<file path="src/verilog/cart_pkg.sv">
/*
 * Cartridge loader shared definitions
 * Host load bus, header layout, quirk and cheat-code formats, console regions
 */
package cart_pkg;

	localparam int LOAD_ADDR_W = 25;
	localparam int LOAD_DATA_W = 16;
	localparam int ROM_ADDR_W  = LOAD_ADDR_W - 1;

	typedef logic [LOAD_ADDR_W-1:0] load_addr_t;
	typedef logic [LOAD_DATA_W-1:0] load_data_t;
	typedef logic [ROM_ADDR_W-1:0]  rom_addr_t;
	typedef logic [7:0]             load_index_t;
	// Eight ASCII characters, first character in the top byte
	typedef logic [63:0]            product_id_t;

	// One host write, as seen on the download port
	typedef struct packed {
		logic        download;
		logic        wr;
		load_addr_t  addr;
		load_data_t  data;
		load_index_t index;
	} load_bus_t;

	typedef enum logic [1:0] {
		REGION_JP = 2'd0,
		REGION_US = 2'd1,
		REGION_EU = 2'd2
	} region_t;

	typedef struct packed {
		logic hdr_j;
		logic hdr_u;
		logic hdr_e;
	} region_flags_t;

	typedef struct packed {
		logic sram;
		logic eeprom;
		logic noram;
		logic fifo;
		logic pier;
		logic svp;
		logic fmbusy;
	} cart_quirks_t;

	// Fields are big endian 32-bit values as delivered by the code file
	typedef struct packed {
		logic [31:0] flags;
		logic [31:0] address;
		logic [31:0] compare;
		logic [31:0] replace;
	} cheat_code_t;

	//////////////////////////////////////////////////
	// Header byte addresses

	localparam load_addr_t HDR_ID_FIRST = 25'h182;
	localparam load_addr_t HDR_ID_LAST  = 25'h18A;
	localparam load_addr_t HDR_ID_DONE  = 25'h18C;
	localparam load_addr_t HDR_REGION_0 = 25'h1F0;
	localparam load_addr_t HDR_REGION_1 = 25'h1F2;
	localparam load_addr_t HDR_END      = 25'h200;

	// Download index reserved for cheat codes
	localparam load_index_t CODE_INDEX = 8'hFF;

	// Host words arrive little endian, cartridge data is big endian
	function automatic load_data_t swap_bytes(input load_data_t w);
		return {w[7:0], w[15:8]};
	endfunction

endpackage

</file>
<file path="src/verilog/rom_write_port.sv">
/*
 * ROM write port
 * Byte-swapped word writes to storage with toggle handshake and host wait
 */
`timescale 1ns/1ps

module rom_write_port import cart_pkg::*; (
	input  logic       clk_sys,
	input  logic       RESET,
	input  load_bus_t  load,
	input  logic       cart_download,
	output logic       ioctl_wait,
	output logic       rom_req,
	output rom_addr_t  rom_addr,
	output load_data_t rom_data,
	input  logic       rom_ack,
	output load_addr_t rom_size
);

	logic       old_download;
	logic       rom_wr;
	load_addr_t last_addr;

	assign rom_wr = load.wr & cart_download;

	// Address and data stay put until the next cartridge write
	always_ff @(posedge clk_sys) begin
		if (rom_wr) begin
			rom_addr  <= load.addr[LOAD_ADDR_W-1:1];
			rom_data  <= swap_bytes(load.data);
			last_addr <= load.addr;
		end
	end

	//////////////////////////////////////////////////
	// Handshake and size capture

	always_ff @(posedge clk_sys) begin
		if (RESET) begin
			old_download <= 1'b0;
			ioctl_wait   <= 1'b0;
			rom_req      <= 1'b0;
			rom_size     <= '0;
		end else begin
			old_download <= cart_download;

			if (old_download && !cart_download)
				rom_size <= last_addr;

			if (rom_wr) begin
				ioctl_wait <= 1'b1;
				rom_req    <= ~rom_req;
			end else if (ioctl_wait && (rom_ack == rom_req)) begin
				// Storage has caught up with the last toggle
				ioctl_wait <= 1'b0;
			end
		end
	end

endmodule

</file>
<file path="src/verilog/cart_header_parser.sv">
/*
 * Cartridge header parser
 * Picks region letters and product ID out of the download, looks up quirks
 */
`timescale 1ns/1ps

module cart_header_parser import cart_pkg::*; (
	input  logic          clk_sys,
	input  logic          RESET,
	input  load_bus_t     load,
	input  logic          cart_download,
	output region_flags_t flags,
	output cart_quirks_t  quirks,
	output logic          hdr_ready
);

	logic        old_download;
	logic        hdr_wr;
	product_id_t cart_id;

	assign hdr_wr = load.wr & cart_download;

	// One region character, first matching rule wins
	function automatic region_flags_t classify_letter(input logic [7:0] c);
		region_flags_t f;
		f = '0;
		if (c == "J")
			f.hdr_j = 1'b1;
		else if (c == "U")
			f.hdr_u = 1'b1;
		else if (c >= "0" && c <= "Z")
			f.hdr_e = 1'b1;
		return f;
	endfunction

	// Known titles that need special handling
	function automatic cart_quirks_t lookup_quirks(input product_id_t id);
		cart_quirks_t q;
		q = '0;
		case (id)
			"T-081276", "T-81406 ":             q.sram   = 1'b1;
			"MK-1215 ", "G-4060  ", "T-12046 ": q.eeprom = 1'b1;
			"T-113016":                         q.noram  = 1'b1;
			"T-89016 ":                         q.fifo   = 1'b1;
			"T-574023", "T-574013":             q.pier   = 1'b1;
			"MK-1229 ", "G-7001  ":             q.svp    = 1'b1;
			"T-35036 ":                         q.fmbusy = 1'b1;
			default:                            q        = '0;
		endcase
		return q;
	endfunction

	//////////////////////////////////////////////////
	// Header capture

	always_ff @(posedge clk_sys) begin
		if (RESET) begin
			old_download <= 1'b0;
			flags        <= '0;
			quirks       <= '0;
			hdr_ready    <= 1'b0;
		end else begin
			old_download <= cart_download;

			// New image, forget the previous header
			if (!old_download && cart_download) begin
				flags  <= '0;
				quirks <= '0;
			end
			if (old_download && !cart_download)
				hdr_ready <= 1'b0;

			if (hdr_wr) begin
				case (load.addr)
					// ID starts on the odd byte of the first word
					HDR_ID_FIRST:     cart_id[63:56] <= load.data[15:8];
					HDR_ID_FIRST + 2: cart_id[55:40] <= swap_bytes(load.data);
					HDR_ID_FIRST + 4: cart_id[39:24] <= swap_bytes(load.data);
					HDR_ID_FIRST + 6: cart_id[23:8]  <= swap_bytes(load.data);
					HDR_ID_LAST:      cart_id[7:0]   <= load.data[7:0];
					HDR_ID_DONE:      quirks <= lookup_quirks(cart_id);
					HDR_REGION_0: begin
						flags <= flags | classify_letter(load.data[7:0])
							| classify_letter(load.data[15:8]);
					end
					HDR_REGION_1:     flags <= flags | classify_letter(load.data[7:0]);
					HDR_END:          hdr_ready <= 1'b1;
					default: ;
				endcase
			end
		end
	end

endmodule

</file>
<file path="src/verilog/region_select.sv">
/*
 * Console region selection
 * Uses header letters in priority order, or the file index, when the header is in
 */
`timescale 1ns/1ps

module region_select import cart_pkg::*; (
	input  logic          clk_sys,
	input  logic          RESET,
	input  region_flags_t flags,
	input  logic          hdr_ready,
	input  logic          region_auto,
	input  logic          region_from_header,
	input  logic [1:0]    region_priority,
	input  load_index_t   file_index,
	output region_t       region_req,
	output logic          region_set
);

	logic old_ready;

	// First present letter in the chosen order, else the head of that order
	function automatic region_t pick_region(input region_flags_t f, input logic [1:0] prio);
		region_t r;
		case (prio)
			2'd0: r = f.hdr_u ? REGION_US : f.hdr_e ? REGION_EU : f.hdr_j ? REGION_JP : REGION_US;
			2'd1: r = f.hdr_e ? REGION_EU : f.hdr_u ? REGION_US : f.hdr_j ? REGION_JP : REGION_EU;
			2'd2: r = f.hdr_u ? REGION_US : f.hdr_j ? REGION_JP : f.hdr_e ? REGION_EU : REGION_US;
			default: r = f.hdr_j ? REGION_JP : f.hdr_u ? REGION_US : f.hdr_e ? REGION_EU : REGION_JP;
		endcase
		return r;
	endfunction

	always_ff @(posedge clk_sys) begin
		if (RESET) begin
			old_ready  <= 1'b0;
			region_set <= 1'b0;
			region_req <= REGION_JP;
		end else begin
			old_ready <= hdr_ready;

			if (region_auto && !old_ready && hdr_ready) begin
				if (region_from_header) begin
					region_set <= 1'b1;
					region_req <= pick_region(flags, region_priority);
				end else begin
					// Index encodes the region in its top bits, zero means no choice
					region_set <= |file_index;
					region_req <= region_t'(file_index[7:6]);
				end
			end

			if (old_ready && !hdr_ready)
				region_set <= 1'b0;
		end
	end

endmodule

</file>
<file path="src/verilog/cheat_code_loader.sv">
/*
 * Cheat code loader
 * Builds 128-bit codes from code-download words, strobes each finished code
 */
`timescale 1ns/1ps

module cheat_code_loader import cart_pkg::*; #(
	parameter int CHEAT_WORDS = 8
) (
	input  logic        clk_sys,
	input  logic        RESET,
	input  load_bus_t   load,
	input  logic        code_download,
	output cheat_code_t cheat_code,
	output logic        cheat_valid,
	output logic        cheat_reset
);

	localparam logic [3:0] LAST_OFFSET = 4'((CHEAT_WORDS - 1) * 2);

	logic [3:0] offset;
	logic [6:0] slot_lsb;
	logic       code_wr;

	assign offset  = load.addr[3:0];
	assign code_wr = load.wr & code_download;

	// Field 3 - offset/4, low half first; 3 - x on two bits is ~x
	assign slot_lsb = {~offset[3:2], offset[1], 4'b0000};

	always_ff @(posedge clk_sys) begin
		if (code_wr)
			cheat_code[slot_lsb +: 16] <= load.data;
	end

	always_ff @(posedge clk_sys) begin
		if (RESET) begin
			cheat_valid <= 1'b0;
			cheat_reset <= 1'b0;
		end else begin
			cheat_valid <= code_wr && (offset == LAST_OFFSET);
			// Start of a code file drops all codes loaded before
			cheat_reset <= code_wr && (load.addr == '0);
		end
	end

endmodule

</file>
<file path="src/verilog/cart_loader_top.sv">
/*
 * Cartridge load controller top level
 * Splits host downloads into cartridge and cheat-code streams
 */
`timescale 1ns/1ps

module cart_loader_top import cart_pkg::*; #(
	parameter int CHEAT_WORDS = 8
) (
	input  logic         clk_sys,
	input  logic         RESET,
	input  load_bus_t    load,
	input  logic         region_auto,
	input  logic         region_from_header,
	input  logic [1:0]   region_priority,
	output logic         ioctl_wait,
	output logic         rom_req,
	output rom_addr_t    rom_addr,
	output load_data_t   rom_data,
	input  logic         rom_ack,
	output load_addr_t   rom_size,
	output region_t      region_req,
	output logic         region_set,
	output cart_quirks_t quirks,
	output cheat_code_t  cheat_code,
	output logic         cheat_valid,
	output logic         cheat_reset
);

	logic          code_index;
	logic          cart_download;
	logic          code_download;
	region_flags_t flags;
	logic          hdr_ready;

	// All-ones index selects the cheat-code file
	assign code_index    = (load.index == CODE_INDEX);
	assign cart_download = load.download & ~code_index;
	assign code_download = load.download & code_index;

	cart_header_parser u_parser (
		.clk_sys       (clk_sys),
		.RESET         (RESET),
		.load          (load),
		.cart_download (cart_download),
		.flags         (flags),
		.quirks        (quirks),
		.hdr_ready     (hdr_ready)
	);

	region_select u_region (
		.clk_sys            (clk_sys),
		.RESET              (RESET),
		.flags              (flags),
		.hdr_ready          (hdr_ready),
		.region_auto        (region_auto),
		.region_from_header (region_from_header),
		.region_priority    (region_priority),
		.file_index         (load.index),
		.region_req         (region_req),
		.region_set         (region_set)
	);

	cheat_code_loader #(.CHEAT_WORDS(CHEAT_WORDS)) u_cheat (
		.clk_sys       (clk_sys),
		.RESET         (RESET),
		.load          (load),
		.code_download (code_download),
		.cheat_code    (cheat_code),
		.cheat_valid   (cheat_valid),
		.cheat_reset   (cheat_reset)
	);

	rom_write_port u_rom (
		.clk_sys       (clk_sys),
		.RESET         (RESET),
		.load          (load),
		.cart_download (cart_download),
		.ioctl_wait    (ioctl_wait),
		.rom_req       (rom_req),
		.rom_addr      (rom_addr),
		.rom_data      (rom_data),
		.rom_ack       (rom_ack),
		.rom_size      (rom_size)
	);

endmodule

</file>
<file path="config.mk">
export PLATFORM = sky130hd
export DESIGN_NAME = cart_loader_top
export DESIGN_NICKNAME = d
export VERILOG_FILES = /design/src/verilog/cart_pkg.sv /design/src/verilog/rom_write_port.sv /design/src/verilog/cart_header_parser.sv /design/src/verilog/region_select.sv /design/src/verilog/cheat_code_loader.sv /design/src/verilog/cart_loader_top.sv
export SDC_FILE = /design/constraint.sdc
export NUM_CORES = 1
export LEC_CHECK = 0
export BUFFER_PORTS_ARGS = -buffer_cell sky130_fd_sc_hd__buf_4
export CAP_MARGIN = 0
export CORE_ASPECT_RATIO = 0.6
export CORE_MARGIN = 2
export CORE_UTILIZATION = 30
export CTS_CLUSTER_DIAMETER = 200
export DETAILED_ROUTE_END_ITERATION = 16
export PLACE_DENSITY_LB_ADDON = 0.08
export SETUP_SLACK_MARGIN = 0.15
export SYNTH_ARGS = -nofsm -noshare
export SYNTH_HDL_FRONTEND = slang
export SYNTH_HIERARCHICAL = 1
export SYNTH_SLANG_ARGS = --single-unit
</file>
<file path="constraint.sdc">
create_clock -name clk_sys -period 6.1 [get_ports clk_sys]
set_input_delay 0.915 -clock clk_sys [delete_from_list [all_inputs] [get_ports clk_sys]]
set_output_delay 0.915 -clock clk_sys [all_outputs]
set_load 0.01 [all_outputs]
</file>
Word level (Yosys, flattened, before mapping)
Index checks and enable logic that the tools add are counted.
- register bits: 302
- bits of input ports: 58
- output and inout bits: 207
- word-level logic and storage cells: 170
- add/subtract/negate cells: 1
- $lt $le $gt $ge: 4
- equal/unequal tests: 30
- shifts and indexed selects: 2
- muxes and demuxes: 62
- bitwise operators: 11
- reduce and logical (&&, ||, !) cells: 28
- operator list (cell ; number):
    $eq A64 B63 Y1 const B ; 12
    $eq A25 B9 Y1 const B ; 8
    $bwmux W128 ; 1
    $shift A16 B9 Y128 const A ; 1
    $shiftx A16 B9 Y128 ; 1
    $mux W2 ; 23
    $eq A8 B7 Y1 const B ; 4
    $mux W1 ; 31
    $eq A25 B10 Y1 const B ; 1
    $logic_not A25 Y1 ; 1
    $mux W7 ; 3
    $ge A8 B6 Y1 const B ; 2
    $le A8 B7 Y1 const B ; 2
    $reduce_and A3 Y1 ; 5
    $logic_and A1 B1 Y1 ; 10
    $neg A7 Y9 ; 1
    $or A3 B3 Y3 ; 3
    $eq A8 B8 Y1 const B ; 1
    $reduce_or A2 Y1 ; 4
    $reduce_or A8 Y1 ; 1
    $mux W3 ; 2
    $pmux W2 S3 ; 1
    $pmux W3 S2 ; 1
    $and A1 B1 Y1 ; 4
    10 further kinds ; 15

Longest topological paths before layout
- depth after elaboration: 12
- mapped depth: 9
- gate-level depth less buffers: 7

By module
The synthesis kept the hierarchy.
- by module, submodules not included (module ; instances ; cells each ; area each (um^2) ; seq. area each (um^2)):
    cheat_code_loader ; 1 ; 310 ; 5093.6 ; 3883.7
    cart_header_parser ; 1 ; 274 ; 3485.8 ; 2162.1
    rom_write_port ; 1 ; 187 ; 2555.0 ; 1791.7
    region_select ; 1 ; 31 ; 229.0 ; 80.1
    cart_loader_top ; 1 ; 5 ; 28.8 ; 0.0

Worst setup path before layout
Ideal clock, no wire load.
- path kind: input -> register
- from: input port load[2] (netlist name)
- to: register u_parser.cart_id[40] (enable)
- setup time: 0.430 ns
- data arrival time: 3.498 ns
- required time: 5.670 ns
- setup slack: 2.172 ns
- cell stages on the path: 6
- path buffers: 0
- cells stage by stage: nand4_1 -> o21a_1 -> and2_1 -> nand4_1 -> or2_2 -> nor4_1
- cells in the longest elaborated chain, start to end: 5
- RTL lines (item ; RTL line ; text):
    start, declared ; cart_loader_top.sv:12 ; input load_bus_t load,
    $eq A8 B8 Y1 ; cart_loader_top.sv:37 ; assign code_index = (load.index == CODE_INDEX);
    $not A1 Y1 ; cart_loader_top.sv:38 ; assign cart_download = load.download & ~code_index;
    $and A1 B1 Y1 ; cart_loader_top.sv:38 ;
    named net cart_download ; cart_loader_top.sv:31 ; logic cart_download;
    $and A1 B1 Y1 ; cart_header_parser.sv:21 ; assign hdr_wr = load.wr & cart_download;
    $reduce_and A3 Y1 (no source line) ; - ;
    end signal, assigned ; cart_header_parser.sv:77 ; HDR_ID_FIRST + 2: cart_id[55:40] <= swap_bytes(load.data);
    end, declared ; cart_header_parser.sv:19 ; product_id_t cart_id;
The timed path passes the listed nets, and every way through them passes these cells.
A chain may end at the register's enable or synchronous reset.

Worst setup path in the final report
- from: input port load[39] (netlist name)
- to: register u_parser.cart_id[62] (enable)
- cells in the longest elaborated chain, start to end: 2
- RTL lines (item ; RTL line ; text):
    $eq A25 B9 Y1 ; cart_header_parser.sv:74 ; case (load.addr)
    $reduce_and A3 Y1 (no source line) ; - ;
    end signal, assigned ; cart_header_parser.sv:76 ; HDR_ID_FIRST: cart_id[63:56] <= load.data[15:8];
No other way between the ends.

==> summary.txt <==
Critical path
  – Data required time of the worst path: 6.28 ns
  – CP Max Fanout: 8
  – Crit path kind: input port to register
  – CP Capture Type: register
  – Crit path launch type: input port
  – Worst path arrival time: about 3.6 ns

Timing
  – Fin crit share: 55.8%
  – Post-Route Setup TNS: 0 ns
  – Tmin final: 3.40 ns
  – RSZ-0062 raised after global routing: no
  – Final Skew: 0.00944 ns
  – Fin. Hold Viols: 0
  – Final Hold Slack: 0.457 ns
  – Max Slew Vio Count: 0
  – Max-slew headroom: 23.9%
  – Final Setup Violations: 0
  – Slew @ Worst Pin: 1.13 ns
  – Fmax achieved: between 200 and 300 MHz

Place
  – RePlAce Congestion: slightly below 0.9
  – Port bufs: approximately 260
  – DP HPWL: 24.2 mm

CTS
  – CTS clk-pin slew, worst paths: 0.06 ns
  – CTS tree: done
  – Num CTS Buffers: 29
  – Worst skew pair latency: about 0.56 ns
  – CTS Buffer Depth: 3
  – CTS root buf: clkbuf_16
  – Total setup buffers inserted after CTS: 0
  – Cts hold-fix bufs: 0
  – Clock H-tree levels: 1
  – Post-cts resize count: 0
  – Clock Sinks: 279

Hold path
  – Min-delay worst type: register to register

Detailed routing
  – DRT met1 WL: 18.4 mm
  – Initial DRC count: ~640
  – Drt first pass iters: 5
  – ANT nets after route: 0
  – Via density: about 4.7
  – Routed len/inst: 22.5 um
  – Top Metal Used: met4
  – DRT Wirelength: 36.1 mm
  – Met3 wire len: 2.51 mm
  – DR vias: approximately 7.6k
  – Total length of routed met2 wires: 14.7 mm
  – DRC viols: 0

Power
  – Leakage: approximately 5.0 nW
  – Pwr dens: 280 nW/um^2
  – Worst ir drop on vdd: 0.198 mV

GRT
  – Initial antenna violation count: 7
  – Largest net degree at the start of global routing: between 50 and 60
  – Aggregate global routing overflow: 0
  – Vias in the first global route: 7339
  – GRT Resource Usage Total: 17.7%
  – First-pass GRT wire length: 51.8 mm

Floorplanning
  – IO Pins: ~270
  – Die ar.: 39600 um^2
  – Die width: 256 um
  – FP Rows: 55
  – Initial Util: a little under a third
  – Core area: 37600 um^2
  – Die height: 155 um

Logic synthesis
  – Post-synth EDFFs: roughly 230
  – Synth Instances: 807
  – Cell variety after synth: 67
  – Post-synth top area share: 61.4%
  – Synth Area per Inst: 14.1 um^2
  – Seq/Total Area, Yosys: 69.5%
  – Post-Syn Area: between 10000 and 15000 um^2
  – Largest area contributor in the netlist: edfxtp_1
  – Synth Register Bits: 279
  – Warnings from Yosys: 6
  – Synth Flop Type: edfxtp_1
  – Synth top area cells: edfxtp_1 61%, dfxtp_1 8.1%, and2_1 7.2%, buf_4 1.9%, nand2_1 1.8%
  – FFs w/ async S/R, synth: 0%
  – Post-synthesis net count: 868

Status
  – Outcome: completed

Final layout
  – Layout cells sized above 1: 36.4%
  – Final #Nets: 1130
  – Area growth from synthesis to layout: 29.9%

Flow run
  – Max Cap Violations: 0
[Yosys cell counts, types with 3 or more instances]
cell,n
nor2_1,29
buf_2,5
nand2_2,20
and3_1,3
nor4b_1,4
nor3_1,14
nand4b_1,6
or2_2,3
nor3_4,3
buf_6,5
a21oi_1,16
and2_1,131
nor3b_1,6
nor4bb_1,11
nor4_1,31
buf_4,29
dfxtp_1,46
nand4_1,20
ha_1,3
o21ai_0,3
and3b_1,3
nand3b_1,6
nor2b_1,14
a21oi_2,21
nand2b_1,17
or4_1,4
inv_1,5
clkbuf_1,4
nand2_1,54
xor2_1,3
edfxtp_1,233
a31oi_1,4
nand3_1,10
[through the flow]
step	power (mW)	setup slack, ns	instance area, um^2	utilization (%)	std cells
finish	4.15	2.70	14800	39.4	1609
global route	4.31	2.59	14800	39.3	1605
CTS	4.21	2.88	14800	39.3	1605
detailed placement	2.39	2.29	13800	36.7	1551
global placement	2.39	2.36	13800	36.7	1551
floorplan	2.25	2.17	11400	-	807
[kinds of logic after synthesis]
logic type	share of synthesized area, %
compound gates	4.06
xor+xnor	0.231
fa+ha+maj	0.330
buf+inv	3.36
flops	69.5
mux	0.275
simple gates	22.2
[placed cells by master (no fill, tap or decap), types with 21 or more instances in the layout]
cell | Yosys | final
clkbuf_16 | 0 | 30
a21oi_2 | 21 | 21
and2_1 | 131 | 131
dfxtp_1 | 46 | 46
nor4_1 | 31 | 26
buf_4 | 29 | 277
edfxtp_1 | 233 | 233
nand2_1 | 54 | 54
nor2_1 | 29 | 29
[state kept, by name (all words and copies together), names as in the netlist, 2 cells and up]
name	flops
u_cheat/cheat_code	128
u_parser/cart_id	64
u_rom/rom_size	25
u_rom/rom_addr	24
u_rom/rom_data	16
u_parser/quirks	7
u_parser/flags	3
u_region/region_req	2
[critical path: stages]
cell     delay (ns)
buf_4          0.12
nor4_1         0.75
nand4_1        0.37
or4_1          0.60
nor3_1         0.82
[routing by layer]
layer / vias to the layer above / GRT usage [%]
met5: - / 0
met4: 0 / 2.78
met3: 36 / 4.32
met2: 299 / 24.2
met1: 3768 / 28.2
li1: 3503 / -
[power by group]
group	leakage [nW]	total (mW)	internal, mW	switching, mW
clock	0.480	1.80	1.02	0.779
sequential	2.23	2.10	2.08	0.0149
combinational	2.27	0.246	0.0901	0.156
total	4.98	4.15	3.20	0.950
[path summary, 6_finish.rpt]
path | slack [ns] | cells past startpoint | to | from
worst min-delay path | 0.46 | 2 | u_rom/rom_size[24] | u_rom/rom_size[24]
worst max register to register | 3.37 | 5 | u_parser/quirks[0] | u_parser/cart_id[61]
worst min register to register | 0.46 | 2 | u_rom/rom_size[24] | u_rom/rom_size[24]
worst max-delay path | 2.70 | 5 | u_parser/cart_id[62] | load[39]
[cell type report]
cell class              count  area (um^2)
multi-input cells         476         3140
clock buffers              37          837
flip-flops and latches    279         7920
repair buffers            277         2080
clock inverters            17          146
diodes                      4         10.0
fillers                  3662        22800
well taps                 513          642
inverters                   6         25.0
Power figures use the tool's default switching activity.
